==> src/source/patch_cfg.svh <==
`ifndef PATCH_CFG_SVH
`define PATCH_CFG_SVH

// patch geometry, nodes per side and in total
`define PATCH_DIM 4
`define NODE_COUNT 16

// signed fixed point samples
`define SAMPLE_W 18
`define FRAC_W 17

// previous, current and new layers
`define LAYER_COUNT 3

`endif

==> src/source/membrane_pkg.sv <==
`include "patch_cfg.svh"

package membrane_pkg;

	typedef logic signed [`SAMPLE_W-1:0] sample_t;          // displacement, 17 fraction bits
	typedef logic [`SAMPLE_W-1:0] rho_t;                    // unsigned coupling fraction
	typedef logic [$clog2(`NODE_COUNT)-1:0] node_addr_t;    // row-major node index
	typedef logic [$clog2(`LAYER_COUNT)-1:0] layer_sel_t;

	// node 0 top-left, row-major
	typedef struct packed {
		sample_t [`NODE_COUNT-1:0] node;
	} grid_t;

	// left/right indexed by row, up/down by column
	typedef struct packed {
		sample_t [`PATCH_DIM-1:0] left;
		sample_t [`PATCH_DIM-1:0] right;
		sample_t [`PATCH_DIM-1:0] up;
		sample_t [`PATCH_DIM-1:0] down;
	} edge_t;

	typedef struct packed {
		sample_t current;
		sample_t previous;
		sample_t right;
		sample_t left;
		sample_t up;
		sample_t down;
	} stencil_t;

	typedef enum logic [3:0] {
		s_idle, s_center, s_right, s_left, s_up, s_down, s_compute, s_write, s_rotate
	} sweep_state_t;

	typedef enum logic [2:0] {rd_center, rd_right, rd_left, rd_up, rd_down} read_sel_t;

endpackage

==> src/source/node_counter.sv <==
`timescale 1ns/1ps
`include "patch_cfg.svh"

module node_counter (
	input  logic                    clock,
	input  logic                    reset,
	input  logic                    step,
	input  logic                    clear,
	output membrane_pkg::node_addr_t node,
	output logic                    at_top,
	output logic                    at_bottom,
	output logic                    at_left,
	output logic                    at_right,
	output logic                    last_node
);
	import membrane_pkg::*;

	localparam int DIM_W = $clog2(`PATCH_DIM);
	localparam logic [DIM_W-1:0] EDGE_IDX = DIM_W'(`PATCH_DIM - 1);

	logic [DIM_W-1:0] row;
	logic [DIM_W-1:0] col;

	always_ff @(posedge clock) begin
		if (!reset) begin
			node <= '0;
		end else if (clear) begin
			node <= '0;                          // clear wins over step
		end else if (step) begin
			node <= node + node_addr_t'(1);
		end
	end

	// row-major split of the address
	assign col = node[DIM_W-1:0];
	assign row = node[2*DIM_W-1:DIM_W];

	assign at_top    = (row == '0);
	assign at_bottom = (row == EDGE_IDX);
	assign at_left   = (col == '0);
	assign at_right  = (col == EDGE_IDX);
	assign last_node = (node == node_addr_t'(`NODE_COUNT - 1));

	// wrap back to node 0 only through clear
	step_at_last: assert property (@(posedge clock) disable iff (!reset)
		step && last_node |-> clear);

endmodule

==> config.mk <==
export PLATFORM = sky130hd
export DESIGN_NAME = node_counter
export DESIGN_NICKNAME = d
export VERILOG_FILES = /design/src/source/membrane_pkg.sv /design/src/source/node_counter.sv
export VERILOG_INCLUDE_DIRS = /design/src /design/src/source
export SDC_FILE = /design/constraint.sdc
export NUM_CORES = 1
export LEC_CHECK = 0
export CORE_AREA = 2 2 39 41
export DETAILED_ROUTE_END_ITERATION = 16
export DIE_AREA = 0 0 41 43
export DONT_BUFFER_PORTS = 1
export SLEW_MARGIN = 20
export SYNTH_ARGS = -nofsm -noshare
export SYNTH_HDL_FRONTEND = slang
export SYNTH_SLANG_ARGS = --single-unit
==> constraint.sdc <==
create_clock -name clock -period 1.2 [get_ports clock]
set_input_delay 0.24 -clock clock [delete_from_list [all_inputs] [get_ports clock]]
set_output_delay 0.24 -clock clock [all_outputs]
set_load 0.01 [all_outputs]
After elaboration in Yosys (flattened, before gate mapping):

Index checks and enable logic that the tools add are counted.

* add/sub/neg operators: 1
* equality and inequality tests: 3
* bitwise logic cells: 1
* reductions and logical operators: 3

Operators by type and width (count)
* 4-bit by 1-bit adder with 4-bit output (second input constant): 1
* 2-bit == test (second input constant): 2
* 4-bit == test (second input constant): 1
* 2-bit logical NOT: 2
* 2-bit OR reduction: 1
* 1-bit inverter: 1

* register bits: 4
* input bits: 4
* output and inout bits: 9
* word-level logic and storage cells: 9

Depth between registers and ports, before layout:

* depth after elaboration: 2
* gate-level depth with buffers: 4
* mapped depth without buffers: 4

Worst setup path after synthesis:

Ideal clock, no wire load.

* path kind: register to output
* start point: register node[0]
* end point: output port last_node
* arrival: 0.919 ns
* required time: 0.960 ns
* setup slack: 0.041 ns
* cell stages (with the launch flop): 3
* cells stage by stage: dfxtp_1 ha_1 and3_2

* cells in the longest elaborated chain, start to end: 1

Ends and longest elaborated chain
* from (decl): line node_counter.sv:9 `output membrane_pkg::node_addr_t node,`
* from (signal assigned): line node_counter.sv:30 `node <= node + node_addr_t'(1);`
* 4-bit == test: line node_counter.sv:42 `` assign last_node = (node == node_addr_t'(`NODE_COUNT - 1)); ``
* to (decl): line node_counter.sv:14 `output logic last_node`

Every way passes these cells.

Worst setup path after layout:

* start point: register node[1]
* end point: output port last_node

Same word-level chain as after synthesis.

==> metrics.md <==
| Metric | Value |
|---|---|
| Root buf cell | `clkbuf_4` |
| Synth area leaders | `dfxtp_1, ha_1, mux2i_1` |
| Worst Path Max Fanout | `4` |
| Critical Path AT | `around 0.9 ns` |
| Die area | `1763 sq um` |
| WP data required | `roughly 0.96 ns` |
| Clock Tree Buf Depth | `2` |
| Area delta synth->final | `45.14%` |
| Wire per inst | `about 10 microns` |
| Max reg flops | `4` |
| Share of the synthesized area in the top cell type | `36.57%` |
| Relative slew slack | `between 80 and 90%` |
| Layout Nets | `38` |
| Crit start category | `flop` |
| Final hold vios | `0` |
| CTS tree | `yes` |
| Port Buffers | `0` |
| DRC | `0` |
| Yosys warns | `0` |
| Pleak | `between 0.1 and 0.15 nW` |
| Gr ovfl total | `0` |
| Drt first pass iters | `2` |
| Width of the die | `41 microns` |
| Post-synthesis register bit count | `4` |
| Skew final | `0.009688 ns` |
| Final setup violation count | `0` |
| Top Registers | `node (4)` |
| Critical Path Max Stage Delay | `0.35 ns` |
| CP endpoint kind | `primary output` |
| HPWL Detailed | `359.2 microns` |
| Initial core utilization | `15.82%` |
| Via count | `194` |
| Seq/Total Area, Yosys | `36.57%` |
| First-pass GRT wire length | `586 microns` |
| Total Routing Usage GR | `5.422%` |
| Fin cells | `46` |
| Biggest register | `node` |
| Setup Total Neg Slack | `0 ns` |
| Fin crit share | `96.40%` |
| Gate Count Post-Synth | `23` |
| Worst Max-Slew Pin Slew | `~0.21 ns` |
| Min-delay worst type | `input pin to flop` |
| CP max-delay cell | `dfxtp_4` |
| Gpl congestion | `0.5394` |
| Vias per cell | `4.217` |
| Final Core Density | `22.97%` |
| Share of cells above drive strength 1 | `50.00%` |
| DRT antenna net count | `0` |
| H-tree Lvls | `1` |
| Max cap viols | `0` |
| Mapped Area | `219.0 sq um` |
| Inst Count DP | `42` |
| Final Slew Violations | `0` |
| # IOs | `13` |
| # diodes | `0` |
| Syn nets | `29` |
| Area leader, netlist | `dfxtp_1` |
| Syn avg cell area | `between 9 and 10 sq um` |
| Vias in the first global route | `170` |
| Worst-Skew Late Latency | `~0.23 ns` |
| Final min period | `1.157 ns` |
| Design Power | `between 300 and 400 uW` |
| WL final | `between 400 and 500 microns` |
| Largest net degree at the start of global routing | `8` |
| Placeable Area | `approximately 1400 sq um` |
| Critical path class | `flop to primary output` |
| TritonCTS Buffers | `3` |
| Initial DRC Count | `2` |
| Hold_buf cts | `0` |
| Die Span Y | `43 microns` |
| Row count | `14` |
| Status | `completed` |
| Reg clk slew, reported paths | `0.04 ns` |
| FILL cells | `roughly 160` |
| Initial antenna violation count | `0` |
| Sink Count | `4` |
| Distinct cells, synth | `14` |
| Pwr dens | `about 1000 nW/um^2` |
| Achievable Freq | `around 860 MHz` |
| Maximum VDD drop | `between 0.4 and 0.5 mV` |
| Crit-path cells | `ha_4 -> and3_4` |
## Yosys cell counts, drive strengths merged
master and n:
a21bo 1, a21oi 1, and2 1, and3 1, dfxtp 4, ha 2, inv 2, mux2i 2
nand2b 1, nand3b 2, nand4 1, nor2 3, or3b 1, xnor2 1
## path summary, 6_finish.rpt
| path | start | endpoint | slack [ns] | depth (start not counted) |
|---|---|---|---|---|
| min | reset | node[3] | 0.16 | 2 |
| min reg2reg | node[1] | node[1] | 0.54 | 2 |
| max reg2reg | node[0] | node[1] | 0.23 | 4 |
| max | node[1] | last_node | 0.04 | 2 |
## through the flow
step           cell area [sq um]  setup slack (ns)  hold WS, ns
2_1_floorplan              219.0           0.04086       0.3876
3_3_place_gp               261.5            0.1651       0.4013
3_5_place_dp               261.5            0.1292       0.4106
4_1_cts                    305.3           0.01307       0.1749
5_1_grt                    317.8        -0.0007916       0.1760
6_report                   317.8           0.04325       0.1645
## where the power goes
group,switching [mW],internal [mW],leakage (nW)
sequential,0.00368,0.133,0.0349
combinational,0.0100,0.0137,0.0786
clock,0.0546,0.112,0.0138
## critical path: cells and delay by family, from the launching register on
kind	cells	cell delay [ns]
simple gates	1	0.18
fa+ha+maj	1	0.16
flops	1	0.35
## cells by family (layout without fill, tap and decap cells)
logic type / after synthesis / count (layout) / share of synthesized area [%]
AND/OR/NAND/NOR: 10 / 10 / 28.58
flip-flops: 4 / 4 / 36.57
adder cells (fa/ha/maj): 2 / 2 / 11.43
AO/OA/AOI/OAI: 2 / 2 / 6.855
multiplexers: 2 / 2 / 9.143
buffers and inverters: 2 / 9 / 3.430
XOR/XNOR: 1 / 1 / 4.001
## per-layer routing
metal	up-vias	GRT usage, %	wire length (microns)
met1	88	5.145	220
met2	13	8.125	169
met5	-	0	0
met4	0	2.000	0
met3	0	4.712	68
li1	93	-	-
## layout by cell type, fill, tap and decap left out
cell type  n
buf_4      4
nor2_1     3
clkbuf_4   3
inv_1      2
nand3b_1   2
mux2i_1    2
dfxtp_4    2
dfxtp_2    2
and2_2     1
and3_4     1
nand2b_1   1
xnor2_1    1
or3b_1     1
nand4_1    1
a21bo_2    1
a21oi_1    1
ha_1       1
ha_4       1
## layout make-up
type,count,area (sq um),share of cell area (%)
Inverter,2,7.507,2.362
Sequential cell,4,90.09,28.35
Timing Repair Buffer,4,30.03,9.449
Tap cell,16,20.02,6.299
Multi-Input combinational cell,17,147.6,46.46
Clock buffer,3,22.52,7.087
## timing repair
item | 4_1_cts | 5_1_grt
setup endpoints to repair | 2 | 2
cloned | 0 | 0
gates resized for setup | 6 | 3
setup buffers | 0 | 1
pin swaps | 0 | 1
(Power assumes the default switching activity.)
