File: src/source/patch_cfg.svh
`ifndef PATCH_CFG_SVH
`define PATCH_CFG_SVH

// patch geometry, nodes per side and in total
`define PATCH_DIM 4
`define NODE_COUNT 16

// signed fixed point samples
`define SAMPLE_W 18
`define FRAC_W 17

// previous, current and new layers
`define LAYER_COUNT 3

`endif

File: src/source/membrane_pkg.sv
`include "patch_cfg.svh"

package membrane_pkg;

	typedef logic signed [`SAMPLE_W-1:0] sample_t;          // displacement, 17 fraction bits
	typedef logic [`SAMPLE_W-1:0] rho_t;                    // unsigned coupling fraction
	typedef logic [$clog2(`NODE_COUNT)-1:0] node_addr_t;    // row-major node index
	typedef logic [$clog2(`LAYER_COUNT)-1:0] layer_sel_t;

	// node 0 top-left, row-major
	typedef struct packed {
		sample_t [`NODE_COUNT-1:0] node;
	} grid_t;

	// left/right indexed by row, up/down by column
	typedef struct packed {
		sample_t [`PATCH_DIM-1:0] left;
		sample_t [`PATCH_DIM-1:0] right;
		sample_t [`PATCH_DIM-1:0] up;
		sample_t [`PATCH_DIM-1:0] down;
	} edge_t;

	typedef struct packed {
		sample_t current;
		sample_t previous;
		sample_t right;
		sample_t left;
		sample_t up;
		sample_t down;
	} stencil_t;

	typedef enum logic [3:0] {
		s_idle, s_center, s_right, s_left, s_up, s_down, s_compute, s_write, s_rotate
	} sweep_state_t;

	typedef enum logic [2:0] {rd_center, rd_right, rd_left, rd_up, rd_down} read_sel_t;

endpackage

File: src/source/sweep_fsm.sv
`timescale 1ns/1ps

module sweep_fsm (
	input  logic                      clock,
	input  logic                      reset,
	input  logic                      start,
	input  logic                      load,
	input  logic                      last_node,
	output membrane_pkg::sweep_state_t state,
	output logic                      step,
	output logic                      clear,
	output logic                      read_en,
	output membrane_pkg::read_sel_t    read_sel,
	output logic                      mem_we,
	output logic                      rotate,
	output logic                      load_en,
	output logic                      busy,
	output logic                      done
);
	import membrane_pkg::*;

	sweep_state_t next_state;

	always_ff @(posedge clock) begin
		if (!reset) begin
			state <= s_idle;
			done  <= 1'b0;
		end else begin
			state <= next_state;
			done  <= (state == s_rotate);     // lines up with the grid register
		end
	end

	// seven phases per node, then one rotate cycle
	always_comb begin
		case (state)
			s_idle:    next_state = start ? s_center : s_idle;
			s_center:  next_state = s_right;
			s_right:   next_state = s_left;
			s_left:    next_state = s_up;
			s_up:      next_state = s_down;
			s_down:    next_state = s_compute;
			s_compute: next_state = s_write;
			s_write:   next_state = last_node ? s_rotate : s_center;
			s_rotate:  next_state = s_idle;
			default:   next_state = s_idle;
		endcase
	end

	// which stencil field the current phase fills
	always_comb begin
		case (state)
			s_right: read_sel = rd_right;
			s_left:  read_sel = rd_left;
			s_up:    read_sel = rd_up;
			s_down:  read_sel = rd_down;
			default: read_sel = rd_center;
		endcase
	end

	assign read_en = (state inside {s_center, s_right, s_left, s_up, s_down});
	assign mem_we  = (state == s_write);
	assign rotate  = (state == s_rotate);
	assign step    = (state == s_write);
	assign clear   = (state == s_idle) || (state == s_write && last_node);
	assign load_en = (state == s_idle) && load;     // hit only taken between sweeps
	assign busy    = (state != s_idle);

	done_single: assert property (@(posedge clock) disable iff (!reset)
		done |=> !done);

	// a start mid-sweep must not restart the node phases
	start_ignored: assert property (@(posedge clock) disable iff (!reset)
		start && busy && state != s_write |=> state != s_center);

endmodule

File: config.mk
export PLATFORM = sky130hd
export DESIGN_NAME = sweep_fsm
export DESIGN_NICKNAME = d
export VERILOG_FILES = /design/src/source/membrane_pkg.sv /design/src/source/sweep_fsm.sv
export VERILOG_INCLUDE_DIRS = /design/src /design/src/source
export SDC_FILE = /design/constraint.sdc
export NUM_CORES = 1
export LEC_CHECK = 0
export BUFFER_PORTS_ARGS = -buffer_cell sky130_fd_sc_hd__buf_2
export CORE_AREA = 2 2 39 41
export CTS_CLUSTER_DIAMETER = 30
export DETAILED_ROUTE_END_ITERATION = 8
export DIE_AREA = 0 0 41 43
export SLEW_MARGIN = 20
export SYNTH_ARGS = -nofsm -noshare
export SYNTH_HDL_FRONTEND = slang
export SYNTH_SLANG_ARGS = --single-unit
export TNS_END_PERCENT = 100
File: constraint.sdc
create_clock -name clock -period 1.8 [get_ports clock]
set_input_delay 0.27 -clock clock [delete_from_list [all_inputs] [get_ports clock]]
set_output_delay 0.27 -clock clock [all_outputs]
set_load 0.1 [all_outputs]
# Word-level counts from Yosys, hierarchy flattened
# Index checks and enable logic that the tools add are counted.
[totals]
elab_cells = 20
input_bits = 5
regBits = 5
[op_classes]
n_reduce_logical = 6
n_eq_ne = 8
mux = 4
[op_table]
columns = ["operator", "count"]
rows = [
  ["case mux 4 bit (8 select lines)", 1],
  ["== test 4 x 3 -> 1 bit, second input constant", 4],
  ["case mux 3 bit (4 select lines)", 1],
  ["== test 4 x 2 -> 1 bit, second input constant", 2],
  ["nonzero test 5 bit", 1],
  ["== test 4 x 1 -> 1 bit, second input constant", 1],
  ["== test 4 bit, second input constant", 1],
  ["zero test 4 bit", 1],
  ["2-to-1 mux 4 bit", 1],
  ["nonzero test 4 bit", 1],
  ["logical AND 1 bit", 2],
  ["logical OR 1 bit", 1],
  ["2-to-1 mux 1 bit", 1],
]

# Logic depth before layout (Yosys ltp)
[depth]
ltp_word = 3
mapped_depth = 4

# Worst setup path before layout
# No wires, ideal clock.
[synth_path]
path_type = "flip-flop to output port"
from = "register state[1]"
to = "output read_en"
setup_slack_ns = -2.114
stages_incl_launch_ff = 4
arrival_time_ns = 3.644
path_buffers = 1
cell_sequence = "dfxtp_1 -> buf_2 -> nor3_1 -> a211oi_1"
[synth_between]
elab_chain_len = 2
elab_cells_between_ends = 6
cone_classes = "5 x eq/ne; 1 x reduce/logical"
[synth_lines]
columns = ["item", "line_no", "text"]
rows = [
  ["from (decl)", "sweep_fsm.sv:9", "output membrane_pkg::sweep_state_t state,"],
  ["from (signal assigned)", "sweep_fsm.sv:26", "state <= s_idle;"],
  ["from (signal assigned)", "sweep_fsm.sv:29", "state <= next_state;"],
  ["== test 4 x 1 -> 1 bit (tied with other cells)", "sweep_fsm.sv:61", "assign read_en = (state inside {s_center, s_right, s_left, s_up, s_down});"],
  ["nonzero test 5 bit (*)", "sweep_fsm.sv:61", ""],
  ["to (decl)", "sweep_fsm.sv:12", "output logic read_en,"],
]
# Mark *: on every way between the ends. The rest lies on a longest branch, timed or not.

# Worst setup path after layout
[layout_path]
from = "register state[0]"
to = "output busy"
[layout_between]
elab_chain_len = 1
[layout_lines]
columns = ["item", "line_no", "text"]
rows = [
  ["nonzero test 4 bit", "sweep_fsm.sv:67", "assign busy = (state != s_idle);"],
  ["to (decl)", "sweep_fsm.sv:17", "output logic busy,"],
]
# No other way between the ends.

==> run metrics <==
slew of the pin with the lowest slew margin=485.0 ps; Post-Layout Inst Area=588.1 um2; Final Hold Fails=0; total power=0.7337 mW; setup tns final=0 ps; FP Rows=14; Bufs and invs on worst path=1; Post-Syn Instances=38; number of CTS-inserted buffers=3; hold path depth=2; WHS Endpoint=done$_SDFF_PN0_; Critical Path AT=1490 ps; largest net degree at the start of global routing=14; post-DP HPWL=575 um; CTS Sinks=5; critical-path cell list=or4_4 -> buf_2; antenna viol nets, final=0; CTS root buf=clkbuf_4; R2R Setup Slk=650 ps; Internal=0.3231 mW; register area share after synthesis=32.65%; number of synthesized flops with an enable pin=0; Sw Ratio=55.96%; Final Cycle Share=97.94%; Boundary Pins=20; proportion of layout cells with a drive suffix above 1=70.49%; fmax=0.5673 GHz; Lkg Pwr=0.2680 nW; Storage cell area=115.1 um2; Setup WS post-layout=37.15 ps; combinational power share=62.1%; Fill cells=148; final core utilization=42.50%; Port Buffers=19; Placed Area=531.8 um2; remaining global-route overflow=0; cell area after synthesis=306.5 um2; pwr/cell area=1248 mW/mm2; DR DRC count=0; Post-Route M1 WL=321 um; min Tclk post-route=1763 ps; Worst slew margin=67.89%; number of global-route vias before repair=278; vias per cell=4.636; R2R depth=3; antenna violations before repair=0; Total GRT Usage=10.53%; placed insts=69; H-tree depth=1; Final nets=67; CP Max Fanout=13; outcome=complete, no violations; RD Place Congestion=0.6014; via count=357; Slew Viols, Final=0; Gates resized, CTS repair=0; final non-filler cell total=77; maximum clock path buffer count=2; max-cap violations=0; Post-synth ARST share=0%; initial core utilization=22.15%; crit path launch type=flop; Max VDD drop=0.3394 mV; syn avg cell area=8.067 um2; Crit Path Class=flop to output pin; RR Startpoint=state[1]$_SDFF_PN0_; Place WS=240.7 ps; Max Used Layer=met4; Slowest-stage cell, CP=or4_4; CP top delay family=simple AND/OR/NAND/NOR gates; Hold Buf Count CTS=0; endpoints failing setup=0; Critical Path RT=1530 ps; area delta synth->final=91.84%; die area=0.001763 mm2; hold_ws=272.9 ps; First-pass DRT Iterations=4; WL/cell=10.57 um; Most used DFF post-synth=dfxtp_1; Core ar.=0.001384 mm2; final wirelength=814 um; NetSw=0.4106 mW; Yosys reg bits=5; met2 WL=446 um; CTS tree=yes; sequential share of power=20.6%; worst r2r dst=state[0]$_SDFF_PN0_; Multi-input gate area=245.2 um2; WL met3=29 um; Syn Nets=43; CP peak stage delay=530 ps; Yosys warnings=0; die width=41 um; unrepaired setup endpoints after global routing=false; synth unique cells=22; Clock Skew=1.681 ps; die span in y=43 um; n_diodes=0; clock power share=17.3%; CTS clk-pin slew, worst paths=40 ps; class of the worst hold path=input port to flop; Critical Path End Type=output pin; first-pass GRT wire length=1193 um; worst skew pair latency=240 ps; Hold Crit Start=reset; initial drt markers=3
[how the worst max path moves through the flow]
| stage | startpoint | endpoint | slack [ps] | cells after the start |
|---|---|---|---|---|
| 2_1_floorplan | state[3]$_SDFF_PN0_ | load_en | -270 | 2 |
| 3_3_place_gp | state[1]$_SDFF_PN0_ | load_en | 260 | 3 |
| 3_5_place_dp | state[1]$_SDFF_PN0_ | load_en | 240 | 3 |
| 4_1_cts | state[1]$_SDFF_PN0_ | load_en | 2 | 3 |
| 5_1_grt | state[1]$_SDFF_PN0_ | busy | 1 | 2 |
| 6_report | state[0]$_SDFF_PN0_ | busy | 40 | 2 |
[power groups by stage]
stage	logic [mW]	clock network, mW	registers [mW]
CTS	0.459	0.133	0.151
detailed placement	0.433	0	0.162
finish	0.455	0.127	0.151
global placement	0.432	0	0.161
floorplan	0.335	0	0.190
global route	0.473	0.143	0.155
[what timing repair did]
item                       4_1_cts  5_1_grt
setup endpoints to repair        2        2
pin swaps                        1        2
buffers inserted                 3        1
[layer usage]
layer,GRT usage (%),up-vias
met3,3.141,2
met5,0,-
met4,10.00,0
met1,10.58,162
li1,-,181
met2,15.94,12
[kinds of logic after synthesis]
group | after synthesis | share of synthesized area, %
AOI/OAI and AO/OA | 6 | 12.65
and+or+nand+nor | 18 | 35.92
xor gates and xnor gates | 2 | 5.715
DFF | 5 | 32.65
buffers and inverters | 7 | 13.06
[registers in the layout, indices dropped and copies added (netlist names)]
name	flops
state	4
done	1
[layout make-up]
class	count	share of cell area, %
clock buffer	4	4.468
sequential	5	19.57
inverter	3	1.915
multi-input combinational	26	41.70
tap	16	3.404
timing repair buffer	23	28.94
[synthesized netlist by cell type, types with 2 or more instances]
cell / count / area share, %
xnor2_1: 2 / 5.7
inv_1: 3 / 3.7
buf_2: 2 / 3.3
nor3_1: 3 / 4.9
nand2_1: 5 / 6.1
a21oi_1: 3 / 4.9
dfxtp_1: 5 / 33
[placed cells by master, fill, tap and decap left out, drive strengths merged]
master  count
buf        23
dfxtp       5
nand2       5
clkbuf      4
nor3        3
inv         3
a21oi       3
xnor2       2
nor2        2
and4b       1
or4         1
nand3       1
or3         1
nor4b       1
a211oi      1
nand2b      1
o21ai       1
o311a       1
and3        1
and2        1
(Power assumes the default switching activity.)
