<file path="config.mk">
export PLATFORM = sky130hd
export DESIGN_NAME = layer_memory
export DESIGN_NICKNAME = d
export VERILOG_FILES = /design/src/source/membrane_pkg.sv /design/src/source/layer_memory.sv
export VERILOG_INCLUDE_DIRS = /design/src /design/src/source
export SDC_FILE = /design/constraint.sdc
export NUM_CORES = 2
export LEC_CHECK = 0
export ABC_AREA = 0
export ABC_CLOCK_PERIOD_IN_PS = 3200
export BUFFER_PORTS_ARGS = -buffer_cell sky130_fd_sc_hd__buf_4
export CORE_ASPECT_RATIO = 0.8
export CORE_MARGIN = 2
export CORE_UTILIZATION = 40
export CTS_CLUSTER_SIZE = 10
export DETAILED_ROUTE_END_ITERATION = 16
export HOLD_SLACK_MARGIN = 0.08
export PLACE_DENSITY = 0.56
export SETUP_SLACK_MARGIN = 0.1
export SYNTH_ARGS = -nofsm -noshare
export SYNTH_HDL_FRONTEND = slang
export SYNTH_SLANG_ARGS = --single-unit
</file>
<file path="constraint.sdc">
create_clock -name clock -period 3.2 [get_ports clock]
set_input_delay 0.64 -clock clock [delete_from_list [all_inputs] [get_ports clock]]
set_output_delay 0.64 -clock clock [all_outputs]
set_load 0.02 [all_outputs]
</file>
<file path="src/source/patch_cfg.svh">
`ifndef PATCH_CFG_SVH
`define PATCH_CFG_SVH

// patch geometry, nodes per side and in total
`define PATCH_DIM 4
`define NODE_COUNT 16

// signed fixed point samples
`define SAMPLE_W 18
`define FRAC_W 17

// previous, current and new layers
`define LAYER_COUNT 3

`endif

</file>
<file path="src/source/membrane_pkg.sv">
`include "patch_cfg.svh"

package membrane_pkg;

	typedef logic signed [`SAMPLE_W-1:0] sample_t;          // displacement, 17 fraction bits
	typedef logic [`SAMPLE_W-1:0] rho_t;                    // unsigned coupling fraction
	typedef logic [$clog2(`NODE_COUNT)-1:0] node_addr_t;    // row-major node index
	typedef logic [$clog2(`LAYER_COUNT)-1:0] layer_sel_t;

	// node 0 top-left, row-major
	typedef struct packed {
		sample_t [`NODE_COUNT-1:0] node;
	} grid_t;

	// left/right indexed by row, up/down by column
	typedef struct packed {
		sample_t [`PATCH_DIM-1:0] left;
		sample_t [`PATCH_DIM-1:0] right;
		sample_t [`PATCH_DIM-1:0] up;
		sample_t [`PATCH_DIM-1:0] down;
	} edge_t;

	typedef struct packed {
		sample_t current;
		sample_t previous;
		sample_t right;
		sample_t left;
		sample_t up;
		sample_t down;
	} stencil_t;

	typedef enum logic [3:0] {
		s_idle, s_center, s_right, s_left, s_up, s_down, s_compute, s_write, s_rotate
	} sweep_state_t;

	typedef enum logic [2:0] {rd_center, rd_right, rd_left, rd_up, rd_down} read_sel_t;

endpackage

</file>
<file path="src/source/layer_memory.sv">
`timescale 1ns/1ps
`include "patch_cfg.svh"

module layer_memory (
	input  logic                     clock,
	input  logic                     reset,
	input  logic                     load_en,
	input  membrane_pkg::grid_t      hit,
	input  membrane_pkg::node_addr_t read_addr,
	output membrane_pkg::sample_t    read_current,
	output membrane_pkg::sample_t    read_previous,
	input  logic                     we,
	input  membrane_pkg::node_addr_t write_addr,
	input  membrane_pkg::sample_t    write_data,
	input  logic                     rotate,
	output membrane_pkg::grid_t      newest
);
	import membrane_pkg::*;

	sample_t    bank [`LAYER_COUNT][`NODE_COUNT];
	layer_sel_t ptr;                                  // points at the previous layer
	layer_sel_t prev_sel;
	layer_sel_t cur_sel;
	layer_sel_t new_sel;

	function automatic layer_sel_t next_sel(input layer_sel_t sel);
		return (sel == layer_sel_t'(`LAYER_COUNT - 1)) ? '0 : sel + layer_sel_t'(1);
	endfunction

	assign prev_sel = ptr;
	assign cur_sel  = next_sel(ptr);
	assign new_sel  = next_sel(cur_sel);

	always_ff @(posedge clock) begin
		if (!reset) begin
			ptr <= '0;
			for (int l = 0; l < `LAYER_COUNT; l++) begin
				for (int n = 0; n < `NODE_COUNT; n++) begin
					bank[l][n] <= '0;
				end
			end
		end else begin
			if (load_en) begin
				for (int n = 0; n < `NODE_COUNT; n++) begin
					bank[cur_sel][n]  <= hit.node[n];
					bank[prev_sel][n] <= '0;     // membrane starts at rest
				end
			end else if (we) begin
				bank[new_sel][write_addr] <= write_data;
			end
			if (rotate) begin
				ptr <= cur_sel;                  // new becomes current, current becomes previous
			end
		end
	end

	// reads answer within the cycle
	assign read_current  = bank[cur_sel][read_addr];
	assign read_previous = bank[prev_sel][read_addr];

	always_comb begin
		for (int n = 0; n < `NODE_COUNT; n++) begin
			newest.node[n] = bank[new_sel][n];
		end
	end

	we_rotate_apart: assert property (@(posedge clock) disable iff (!reset)
		!(we && rotate));

endmodule

</file>
# ---- Word-level counts from Yosys, hierarchy flattened
# Memories as Yosys holds them, arrays and structs flattened. A register that Yosys moved wholly into a read port is not among the register bits.
# Cells that the tools add are included.
dict set report classes {
  n_addsub 2
  n_lt_le_gt_ge 3
  eq_ne 2
  n_mux 29
  bitwise 2
  n_reduce_logical 4
}
# op count
set op_table {}
lappend op_table {{two-way mux 288 bit} 5}
lappend op_table {{OR reduction 288 bit} 3}
lappend op_table {{binary-select mux 18 bit (select 4 bit)} 2}
lappend op_table {{two-way mux 18 bit} 5}
lappend op_table {{demux 18 bit (select 4 bit)} 1}
lappend op_table {{two-way mux 2 bit} 7}
lappend op_table {{>= comparator 5 bit, second input constant} 2}
lappend op_table {{NOT 4 -> 5 bit} 2}
lappend op_table {{two-way mux 1 bit} 9}
lappend op_table {{less-than comparator 5 x 1 -> 1 bit, second input constant} 1}
lappend op_table {{adder 2 x 1 -> 2 bit, second input constant} 2}
lappend op_table {{== test 2 bit, second input constant} 2}
lappend op_table {{logical AND 1 bit} 1}
dict set report word_totals {
  register_bits 2
  ram_bits 864
  out_inout_bits 324
  wordCells 44
  mem_count 1
}
# name depth word_bits rd rd_clocked_by_memory_dff write_ports line_no
set mem_list {}
lappend mem_list {bank 3 288 3 1 3 layer_memory.sv:20} ;# sample_t bank [`LAYER_COUNT][`NODE_COUNT];

# ---- Logic depth before layout (Yosys ltp)
dict set report depth {
  word_depth 8
  depth_mapped 11
  ltp_nobuf 6
}

# ---- Worst setup path after synthesis
# Ideal clock, no wire load.
dict set report synth_path {
  path_kind {input-to-output}
  from {input read_addr[0]}
  to {output read_previous[13]}
  arrival_time_ps 2445
  required_ps 2560
  path_slack_ps 115
  stages 9
  path_cell_list {buf_2 > buf_6 > buf_4 > buf_4 > buf_2 > nand2_1 > clkbuf_1 > o22ai_1 > nor3_1}
}
dict set report synth_between {
  elab_chain_cells 4
}
# item line_no
set synth_rtl {}
lappend synth_rtl {{from (decl)} layer_memory.sv:9} ;# input membrane_pkg::node_addr_t read_addr,
lappend synth_rtl {{NOT 4 -> 5 bit (implied by the code)} layer_memory.sv:59} ;# assign read_previous = bank[prev_sel][read_addr];
lappend synth_rtl {{binary-select mux 18 bit (select 4 bit)} layer_memory.sv:59}
lappend synth_rtl {{two-way mux 18 bit (implied by the code) (2 in a row)} layer_memory.sv:59}
lappend synth_rtl {{to (decl)} layer_memory.sv:11} ;# output membrane_pkg::sample_t read_previous,
# Every way passes these cells. The select of a mux whose other input is x is not followed.

==> impl_metrics.sql <==
INSERT INTO impl_metrics (metric_group, metric, value, unit) VALUES
('outcome', 'outcome', 'finished, violations left', ''),
('outcome', 'violations', 'setup timing', ''),
('detailed_routing', 'routed_wl', '336000', 'um'),
('synthesis', 'yosys_register_bits', '1156', ''),
('floorplanning', 'fp.dieW', '448', 'um'),
('timing', 'setup-violations-final', '115', ''),
('detailed_routing', 'drt-vias-per-instance', '6.32', ''),
('timing', 'finClkSkew', '0.0207', 'ns'),
('setup_path', 'max_stage_delay', '0.57', 'ns'),
('timing', 'final-hold-violation-count', '0', ''),
('grt', 'grt_pass1_vias', '59100', ''),
('min_path', 'holdPathEnd', 'prev_sel[0]', ''),
('synthesis', 'synthDominantAreaCellType', 'dfxtp_1', ''),
('synthesis', 'synth-edff-count', '0', ''),
('synthesis', 'yosys.cell_types.count', '66', ''),
('setup_path', 'path_common_cell', 'buf_6', ''),
('pwr', 'vdd.ir_drop.worst', '0.000528', 'V'),
('synthesis', 'synth_top_flop_cell', 'dfxtp_1', ''),
('synthesis', 'yosys_warnings', '0', ''),
('placed_design', 'gpl.final_weighted_congestion', '0.997', ''),
('setup_path', 'crit_required', '2.56', 'ns'),
('clock_network', 'tritoncts', 'done', ''),
('layout', 'postLayoutCellArea', '84300', 'um2'),
('floorplanning', 'design.portCount', '643', ''),
('setup_path', 'timing.rr.start', 'prev_sel[0]', ''),
('timing', 'grt_setup_unrepaired', 'true', ''),
('layout', 'post_layout_nonfiller_instances', '10300', ''),
('setup_path', 'timing.setup.critical_path_class', 'register to output port', ''),
('clock_network', 'clk_pin_slew', '0.06', 'ns'),
('clock_network', 'cts_inserted_buffers', '139', ''),
('timing', 'slew_violations', '0', ''),
('placed_design', 'post-place-cells', '9866', ''),
('timing', 'postLayoutSetupSlackWorst', '-0.924', 'ns'),
('detailed_routing', 'wl_per_cell', '32.7', 'um'),
('detailed_routing', 'detail_route.iter0.violations', '8711', ''),
('layout', 'layout-drive-gt1-share', '0.312', ''),
('detailed_routing', 'num_vias', '64900', ''),
('detailed_routing', 'drcViolationCount', '0', ''),
('setup_path', 'reg2reg_slack', '0.17', 'ns'),
('grt', 'overflow', '0', ''),
('synthesis', 'post_synth_instance_area', '63100', 'um2'),
('setup_path', 'path_max_fanout', '8', ''),
('setup_path', 'timing.critical_path.cells', 'buf_12 -> buf_16 -> buf_12 -> buf_6 -> mux4_2 -> mux4_2 -> o21ai_2 -> buf_6 -> nor3_4 -> buf_6', ''),
('synthesis', 'avgSynthCellArea', '8.85', 'um2'),
('detailed_routing', 'total_iterations_of_the_first_detailed_routing_run', '6', ''),
('clock_network', 'clk_root_buffer_cell', 'clkbuf_16', ''),
('min_path', 'holdPathStages', '3', ''),
('layout', 'most-common-layout-cells', '1,511 x nor2_1, 1,152 x dfxtp_1, 1,061 x buf_4, 598 x a31oi_1, 540 x mux2i_1', ''),
('floorplanning', 'initial_utilization', '0.402', ''),
('clock_network', 'clock_sink_count', '1156', ''),
('placed_design', 'hpwl', '235000', 'um'),
('clock_network', 'postCtsHoldBufs', '0', ''),
('timing', 'period_share', '1.29', ''),
('layout', 'fillCellCount', '14300', ''),
('floorplanning', 'die_h', '359', 'um'),
('clock_network', 'clk_lat_worst_skew', '0.82', 'ns'),
('grt', 'antenna_found_initial', '29', ''),
('pwr', 'leakage', '33.1', 'nW'),
('layout', 'most_frequent_standard_cell_in_the_layout_excluding_fill_and_tap_cells', 'nor2_1', ''),
('clock_network', 'htreeDepth', '4', ''),
('synthesis', 'netlist_top_cells_area', 'dfxtp_1 37%, mux4_2 13%, mux2i_1 9.1%', ''),
('floorplanning', 'core_region_area', '157000', 'um2'),
('placed_design', 'detailed_place.area', '74500', 'um2'),
('setup_path', 'r2r_end', 'bank[1][40]', ''),
('floorplanning', 'die_area', '161000', 'um2'),
('placed_design', 'numPortBuffers', '642', ''),
('setup_path', 'cp-end-kind', 'output port', ''),
('timing', 'worst-slew-pin-transition', '1.22', 'ns'),
('timing', 'maxSlewHeadroom', '0.186', ''),
('job', 'max-cap-violations', '0', ''),
('synthesis', 'synth.yosys.seq_area_share', '0.367', '');
-- layer usage --
layer	vias up	track usage	share of wire
met5	-	0	0.00033
met4	18	0.251	0.074
met3	760	0.0976	0.12
met2	4410	0.569	0.42
met1	31900	0.542	0.39
li1	27800	-	-
-- synth_stat cells (32+ instances only) --
| cell | number |
|---|---|
| a211oi_1 | 275 |
| dfxtp_1 | 1156 |
| mux4_2 | 377 |
| o22ai_1 | 54 |
| o21ai_0 | 384 |
| nor2_1 | 1528 |
| nor3_1 | 40 |
| nand3_1 | 32 |
| buf_4 | 85 |
| a22oi_1 | 56 |
| nand2_1 | 403 |
| a21oi_1 | 342 |
| and2_1 | 295 |
| buf_2 | 261 |
| mux2i_1 | 573 |
| mux2_2 | 71 |
| a31oi_1 | 600 |
| clkbuf_1 | 340 |
-- critical path: cells and delay by family (launching register included) --
family | cells | cell delay [ns]
simple gates | 1 | 0.07
flops | 1 | 0.39
compound gates | 1 | 0.18
mux | 2 | 1.13
buf+inv | 6 | 0.87
-- repair_timing --
item,CTS,global route
pin swaps,70,167
setup buffers,102,90
resized for setup,598,440
cloned,24,10
endpoints found under the setup margin,284,239
-- cell type report --
class | instances | area (um2) | share of cell area
Antenna cell | 11 | 27.5 | 0.000327
Multi-Input combinational cell | 5237 | 38300 | 0.454
Tap cell | 2112 | 2640 | 0.0313
Clock inverter | 19 | 269 | 0.00319
Sequential cell | 1156 | 23200 | 0.275
Timing Repair Buffer | 1554 | 16200 | 0.192
Inverter | 1 | 6.26 | 0.0000742
Clock buffer | 175 | 3740 | 0.0444
-- per-stage QoR --
stage	total power [mW]	TNS [ns]	util	hold WS, ns	setup slack (ns)
floorplan	21.9	0	-	0.424	0.115
global placement	27.5	-10.74	0.475	0.436	-0.673
detailed placement	27.6	-11.00	0.475	0.438	-0.686
CTS	43.3	-37.59	0.524	0.173	-0.931
global route	45.3	-44.89	0.538	0.239	-0.940
finish	44.3	-42.53	0.538	0.219	-0.924
-- state kept, by name, indices dropped and copies added, names as in the netlist, named ones only --
signal and cells:
bank 1152, prev_sel 2
-- where the power goes --
group / switching [mW] / internal, mW / total, mW
clock network: 6.67 / 8.35 / 15.0
registers: 1.13 / 15.3 / 16.4
logic: 7.24 / 5.64 / 12.9
total: 15.0 / 29.3 / 44.3
-- cells by family (layout without fill, tap and decap cells) --
family          count (synthesis)  in the layout  share of synthesized area
buf+inv                       734           1749                     0.0572
xor+xnor                        1              1                   0.000139
flops                        1156           1156                      0.367
other cells                     0             11                          0
simple gates                 2380           2380                      0.160
mux                          1025           1025                      0.239
compound gates               1831           1831                      0.177
-- how the worst max path moves through the flow --
stage                      start                end  slack [ns]  cells after the start
global route            register  read_previous[13]       -0.94                     10
detailed placement  read_addr[0]   read_previous[1]       -0.69                     11
floorplan           read_addr[0]  read_previous[13]        0.11                      9
global placement    read_addr[0]   read_current[14]       -0.67                      9
finish                  register  read_previous[14]       -0.92                     10
CTS                     register   read_previous[3]       -0.93                      9
(Power assumes the default switching activity.)
