**src/source/patch_cfg.svh**
```systemverilog
`ifndef PATCH_CFG_SVH
`define PATCH_CFG_SVH

// patch geometry, nodes per side and in total
`define PATCH_DIM 4
`define NODE_COUNT 16

// signed fixed point samples
`define SAMPLE_W 18
`define FRAC_W 17

// previous, current and new layers
`define LAYER_COUNT 3

`endif

```
**src/source/membrane_pkg.sv**
```systemverilog
`include "patch_cfg.svh"

package membrane_pkg;

	typedef logic signed [`SAMPLE_W-1:0] sample_t;          // displacement, 17 fraction bits
	typedef logic [`SAMPLE_W-1:0] rho_t;                    // unsigned coupling fraction
	typedef logic [$clog2(`NODE_COUNT)-1:0] node_addr_t;    // row-major node index
	typedef logic [$clog2(`LAYER_COUNT)-1:0] layer_sel_t;

	// node 0 top-left, row-major
	typedef struct packed {
		sample_t [`NODE_COUNT-1:0] node;
	} grid_t;

	// left/right indexed by row, up/down by column
	typedef struct packed {
		sample_t [`PATCH_DIM-1:0] left;
		sample_t [`PATCH_DIM-1:0] right;
		sample_t [`PATCH_DIM-1:0] up;
		sample_t [`PATCH_DIM-1:0] down;
	} edge_t;

	typedef struct packed {
		sample_t current;
		sample_t previous;
		sample_t right;
		sample_t left;
		sample_t up;
		sample_t down;
	} stencil_t;

	typedef enum logic [3:0] {
		s_idle, s_center, s_right, s_left, s_up, s_down, s_compute, s_write, s_rotate
	} sweep_state_t;

	typedef enum logic [2:0] {rd_center, rd_right, rd_left, rd_up, rd_down} read_sel_t;

endpackage

```
**src/source/node_update.sv**
```systemverilog
`timescale 1ns/1ps
`include "patch_cfg.svh"

module node_update (
	input  logic                   clock,
	input  logic                   reset,
	input  logic                   compute,
	input  membrane_pkg::stencil_t stencil,
	input  membrane_pkg::rho_t     rho,
	output membrane_pkg::sample_t  result
);
	import membrane_pkg::*;

	localparam logic signed [39:0] SAT_MAX = (40'sd1 <<< (`SAMPLE_W - 1)) - 40'sd1;
	localparam logic signed [39:0] SAT_MIN = -(40'sd1 <<< (`SAMPLE_W - 1));

	logic signed [20:0] laplacian;
	logic signed [39:0] product;
	logic signed [39:0] total;
	sample_t            saturated;

	always_comb begin
		laplacian = $signed(stencil.right) + $signed(stencil.left)
			+ $signed(stencil.up) + $signed(stencil.down)
			- ($signed(stencil.current) <<< 2);
		product = laplacian * $signed({1'b0, rho});     // rho is a positive fraction
		total = (product >>> `FRAC_W) + ($signed(stencil.current) <<< 1)
			- $signed(stencil.previous);
		if (total > SAT_MAX) begin
			saturated = SAT_MAX[`SAMPLE_W-1:0];
		end else if (total < SAT_MIN) begin
			saturated = SAT_MIN[`SAMPLE_W-1:0];
		end else begin
			saturated = total[`SAMPLE_W-1:0];
		end
	end

	always_ff @(posedge clock) begin
		if (!reset) begin
			result <= '0;
		end else if (compute) begin
			result <= saturated;                     // valid during the write phase
		end
	end

endmodule

```
**config.mk**
```make
export PLATFORM = sky130hd
export DESIGN_NAME = node_update
export DESIGN_NICKNAME = d
export VERILOG_FILES = /design/src/source/membrane_pkg.sv /design/src/source/node_update.sv
export VERILOG_INCLUDE_DIRS = /design/src /design/src/source
export SDC_FILE = /design/constraint.sdc
export NUM_CORES = 1
export LEC_CHECK = 0
export ABC_AREA = 0
export BUFFER_PORTS_ARGS = -buffer_cell sky130_fd_sc_hd__buf_2
export CORE_MARGIN = 1
export CORE_UTILIZATION = 55
export DETAILED_ROUTE_END_ITERATION = 16
export PLACE_DENSITY = 0.77
export REMOVE_ABC_BUFFERS = 1
export SLEW_MARGIN = 15
export SYNTH_ARGS = -nofsm -noshare
export SYNTH_HDL_FRONTEND = slang
export SYNTH_SLANG_ARGS = --single-unit
```
**constraint.sdc**
```tcl
create_clock -name clock -period 16.3 [get_ports clock]
set_input_delay 1.63 -clock clock [delete_from_list [all_inputs] [get_ports clock]]
set_output_delay 1.63 -clock clock [all_outputs]
set_load 0.005 [all_outputs]
```
# == Yosys cells after proc, flatten, opt, wreduce, memory -nomap -nowiden ==
# Index checks and enable logic that the tools add are counted.
# word_totals
in_bits,129
out_inout_bits,18
ff_bits,18
elab_cells,12
# op_classes
mul,1
n_mux,2
n_addsub,6
n_lt_le_gt_ge,2
# ops
op,n
21-bit by 19-bit multiplier with 40-bit output,1
18-bit two-way mux,2
"25-bit by 18-bit > comparator with 1-bit output, second input constant",1
"25-bit by 18-bit < comparator with 1-bit output, second input constant",1
24-bit by 18-bit subtractor with 25-bit output,1
23-bit by 19-bit adder with 24-bit output,1
20-bit by 18-bit adder with 21-bit output,1
21-bit by 20-bit subtractor with 21-bit output,1
19-bit by 18-bit adder with 20-bit output,1
18-bit by 18-bit adder with 19-bit output,1

# == Logic depth before layout (Yosys ltp) ==
# depth
word_depth,10
mapped_depth,56
ltp_nobuf,52

# == Least setup slack after synthesis ==
# OpenSTA, ideal clock, no wires.
# synth_path
kind,input -> register
startpoint,input stencil[2] in the netlist's numbering
endpoint,register result[4]
stages,50
path_buffers,3
setup_ns,0.120
arrival_time_ns,13.883
setup_slack_ns,2.297
required_ns,16.180
path_cell_list,fa_1 -> fa_1 -> inv_1 -> fa_1 -> inv_1 -> ha_1 -> a21o_1 -> a21oi_1 -> o21bai_1 -> a211oi_1 -> o31ai_1 -> a211oi_2 -> o211ai_1 -> a21oi_1 -> xor2_1 -> clkbuf_1 -> and2_1 -> fa_1 -> [... 14 more ...] -> a21o_1 -> a211oi_1 -> a21boi_0 -> or4b_1 -> o2111ai_1 -> fa_1 -> ha_1 -> a21oi_1 -> nor2b_1 -> o21ai_0 -> nand2b_1 -> or2_2 -> mux2i_1 -> a211oi_1 -> or3_4 -> o32ai_4 -> buf_6 -> a21oi_1
# synth_via
elab_chain_len,8
elab_cells_between_ends,9
classes_between,4 x add/sub; 1 x mul; 2 x order compare; 2 x mux
# synth_rtl
element,line,rtl
from (decl),node_update.sv:8,"input membrane_pkg::stencil_t stencil,"
20-bit by 18-bit adder with 21-bit output (*),node_update.sv:24,+ $signed(stencil.up) + $signed(stencil.down)
21-bit by 20-bit subtractor with 21-bit output (*),node_update.sv:25,- ($signed(stencil.current) <<< 2);
21-bit by 19-bit multiplier with 40-bit output (*),node_update.sv:26,"product = laplacian * $signed({1'b0, rho});"
23-bit by 19-bit adder with 24-bit output (*),node_update.sv:27,total = (product >>> `FRAC_W) + ($signed(stencil.current) <<< 1)
24-bit by 18-bit subtractor with 25-bit output (*),node_update.sv:27,
25-bit by 18-bit < comparator with 1-bit output,node_update.sv:31,end else if (total < SAT_MIN) begin
18-bit two-way mux,node_update.sv:31,
18-bit two-way mux (*),node_update.sv:29,if (total > SAT_MAX) begin
to (signal assigned),node_update.sv:42,result <= saturated;
to (decl),node_update.sv:10,output membrane_pkg::sample_t result
# Every way passes the cells marked *; elsewhere a longest branch is shown, timed or not.
# A chain may end at the register's enable or synchronous reset.

# == Worst setup path after layout ==
# layout_path
startpoint,input stencil[90] in the netlist's numbering
endpoint,register result[3]
# layout_via
elab_chain_len,7
elab_cells_between_ends,8
classes_between,3 x add/sub; 1 x mul; 2 x order compare; 2 x mux
# layout_rtl
element,line
21-bit by 20-bit subtractor with 21-bit output,node_update.sv:25
21-bit by 19-bit multiplier with 40-bit output,node_update.sv:26
23-bit by 19-bit adder with 24-bit output (*),node_update.sv:27
24-bit by 18-bit subtractor with 25-bit output (*),node_update.sv:27
25-bit by 18-bit < comparator with 1-bit output,node_update.sv:31
18-bit two-way mux,node_update.sv:31
18-bit two-way mux (*),node_update.sv:29
# Marked as above.

==> results.md <==
* Worst slack at placement at 0.886 ns
* Yosys reg bits at 18
* Pin count of the biggest net entering global routing at 29
* Number of non-filler instances in the completed layout at 2676
* Starting density of the core at 0.558
* RSZ-0062 raised after global routing: no
* Final Net Count at around 3000
* Fin worst setup slack at 1.13 ns
* Number of flops mapped to enable cells by yosys at 0
* Die span in y at 186 um
* Die X at between 150 and 200 um
* Via count normalized by instance count at approximately 5.4
* Critical Path RT at 16.39 ns
* Overall global routing resource usage at 0.276
* Fraction of synthesis flops using an asynchronous set or reset pin at 0
* Final Wtd Congestion at between 0.8 and 0.9
* Final critical-path share of the clock period at 0.931
* Fraction of final layout cells with drive strength greater than 1 at 0.0835
* Critical Path Start Type: input port
* Number of placement rows at 67
* Number of endpoints failing setup at the final stage at 0
* Worst clock skew at 0 ns
* FF-to-FF path depth at 2
* Post-cts resize count at 0
* Endpoint of the most critical setup path: result[3]$_SDFFE_PN0P_
* Number of buffers inserted during clock tree synthesis at 3
* Number of buffers added for setup after CTS at 0
* Reg-to-reg slack, setup at approximately 16 ns
* Crit path arrival time at between 15 and 20 ns
* Delay of the slowest critical-path stage at about 0.6 ns
* Antenna violations before repair at 2
* Worst Path Max Fanout at 18
* Number of input and output port buffers inserted at 146
* Maximum number of buffers from clock root to sink at 2
* Area of the multi-input gates at approximately 16000 um2
* Area overhead of the layout relative to synthesis at 6.73%
* Achievable Freq at ~66 MHz
* Launch instance of the worst register-to-register path: result[6]$_SDFFE_PN0P_
* Warnings, synthesis at 0
* Count of hold-fix buffers inserted at cts at 0
* Layout filler cell count at between 2000 and 3000
* Number of remaining DRC errors at 0
* TritonCTS clock tree: built
* Cell area after synthesis at approximately 19000 um2
* Final total negative setup slack at 0 ns
* Routed length per placed instance at around 17 um
* Critical setup path kind: input port to flop
* Post-DP HPWL at ~38000 um
* Clk Latency, worst-skew pair at 0.25 ns
* Largest registers: result: 18 flops
* Number of max-capacitance violations reported at 0
* CTS HTree Levels at 1
* GRT Residual Overflow at 0
* Crit. Startpoint: stencil[90]
* Path category of the worst min-delay check: flop to flop
* Total number of vias at 14500
* Relative slew slack at 0.277
* Wire length of the first global-routing pass at 75400 um
* FF+latch area at 360 um2
* Floorplan die area at ~35000 um2
* Initial DRC count at 713
* CP max-delay cell: sky130_fd_sc_hd__o32ai_4
* R2r endpoint: result[6]$_SDFFE_PN0P_
* Count of different cell masters after synthesis at 63
* Core area at 33400 um2
* Final Max Tran Viols at 0
* CP most frequent cell: sky130_fd_sc_hd__fa_1
* Share of synthesized area occupied by flip-flops and latches at 0.0193
* Run status: completed
* Top reg by flops: result
* Slew at the pin closest to its max-slew limit at around 1.1 ns
* Time the worst path needs with I/O delays and setup at about 15 ns
* Clock input transition at the sequential cells of the worst setup and hold paths at around 0.050 ns
* Synth Instances at between 2000 and 2500
* Ports at ~150
* Antenna diode count at 0
* Placed cells at roughly 2700
* Clock sink count at 18
* Sum of routed wire length over all layers at ~45000 um
* Mean instance size in the synthesized netlist at around 8.8 um2
* Number of hold violations in the final report at 0
* Element type at the critical path end: flop
* Number of flip-flops in the largest register at 18
* Most used flip-flop cell after synthesis: sky130_fd_sc_hd__dfxtp_1
* Vias in the first global route at ~16000
* Clock root buffer: sky130_fd_sc_hd__clkbuf_16
* Post-route ant nets at 0
* Number of detailed-routing iterations run before antenna repair at 7
==> layer usage <==
layer  part of all wire  global-route usage
met4              0.033              0.0833
met5                  0                   0
met1               0.39               0.343
met2               0.53               0.514
met3              0.048              0.0181
==> Yosys cell counts, drive strengths merged (2+ instances only) <==
master / number / area [um2]
a221oi: 3 / 32.5
a21oi: 69 / 345
a41o: 2 / 20.0
fa: 441 / 8830
xor2: 36 / 315
o311a: 2 / 20.0
a21o: 38 / 285
nor4b: 2 / 17.5
a31oi: 8 / 50.1
and3: 14 / 87.6
or3: 4 / 30.0
nand2b: 6 / 37.5
buf: 3 / 20.0
nand4: 11 / 68.8
inv: 591 / 2220
nor3: 13 / 65.1
dfxtp: 18 / 360
nand2: 237 / 890
a41oi: 2 / 17.5
o31ai: 4 / 30.0
nand3: 21 / 105
a211oi: 12 / 100
a2111oi: 3 / 26.3
o2111ai: 2 / 17.5
a21boi: 4 / 33.8
o211ai: 8 / 65.1
or2: 5 / 31.3
o21bai: 8 / 60.1
clkbuf: 71 / 267
nand3b: 2 / 15.0
nor2b: 9 / 56.3
o311ai: 2 / 17.5
o21ai: 40 / 200
o21a: 12 / 90.1
a211o: 2 / 17.5
a221o: 2 / 20.0
nor2: 26 / 97.6
and2: 174 / 1090
xnor2: 47 / 412
ha: 164 / 2050
==> kinds of logic after synthesis <==
| group | share of synthesized area |
|---|---|
| fa+ha+maj | 0.583 |
| buf+inv | 0.134 |
| compound gates | 0.0831 |
| flops | 0.0193 |
| mux | 0.000537 |
| simple gates | 0.141 |
| xor+xnor | 0.0390 |
==> placed cells by master, fill, tap and decap left out, drive strengths merged, types with 3 or more instances in the layout <==
cell     instances
o211ai           8
nor2            26
dfxtp           18
a31oi            8
nor2b            9
a21boi           4
inv            591
and2           174
and3            14
or3              4
or2              5
o31ai            4
o21ai           40
fa             441
o21bai           8
nand2b           6
nand2          237
nand4           11
buf            166
xnor2           47
nand3           21
xor2            36
a211oi          12
o21a            12
clkbuf           4
nor3            13
ha             164
a21o            38
a221oi           3
a21oi           69
a2111oi          3
==> worst max-delay path, delay by kind of cell <==
| kind | cells | cell delay [ns] |
|---|---|---|
| AND/OR/NAND/NOR | 5 | 1.20 |
| adder cells (fa/ha/maj) | 13 | 5.80 |
| AO/OA/AOI/OAI | 20 | 5.01 |
| buffers and inverters | 10 | 0.90 |
| multiplexers | 1 | 0.22 |
| XOR/XNOR | 2 | 0.50 |
==> worst min-delay path by stage <==
stage	start	endpoint	slack (ns)	cells after the start
2_1_floorplan	result[17]$_SDFFE_PN0P_	result[17]$_SDFFE_PN0P_	0.48	1
3_3_place_gp	result[17]$_SDFFE_PN0P_	result[17]$_SDFFE_PN0P_	0.46	1
3_5_place_dp	result[17]$_SDFFE_PN0P_	result[17]$_SDFFE_PN0P_	0.47	1
4_1_cts	result[17]$_SDFFE_PN0P_	result[17]$_SDFFE_PN0P_	0.48	1
5_1_grt	result[17]$_SDFFE_PN0P_	result[17]$_SDFFE_PN0P_	0.51	1
6_report	result[17]$_SDFFE_PN0P_	result[17]$_SDFFE_PN0P_	0.48	1
==> through the flow <==
step | hold WS (ns) | utilization | instance area (um2)
floorplan | 0.477 | - | 18400
global placement | 0.457 | 0.593 | 19800
detailed placement | 0.472 | 0.593 | 19800
CTS | 0.476 | 0.595 | 19900
global route | 0.513 | 0.595 | 19900
finish | 0.476 | 0.595 | 19900
==> final cells by class <==
type | instances | area share
clock buffer | 4 | 0.00446
inverter | 591 | 0.111
multi-input combinational | 1449 | 0.794
sequential | 18 | 0.0181
tap | 448 | 0.0281
timing repair buffer | 166 | 0.0442
Power is not shown: default switching activity piles up to over one toggle a cycle in this logic, so the estimate is an artifact.
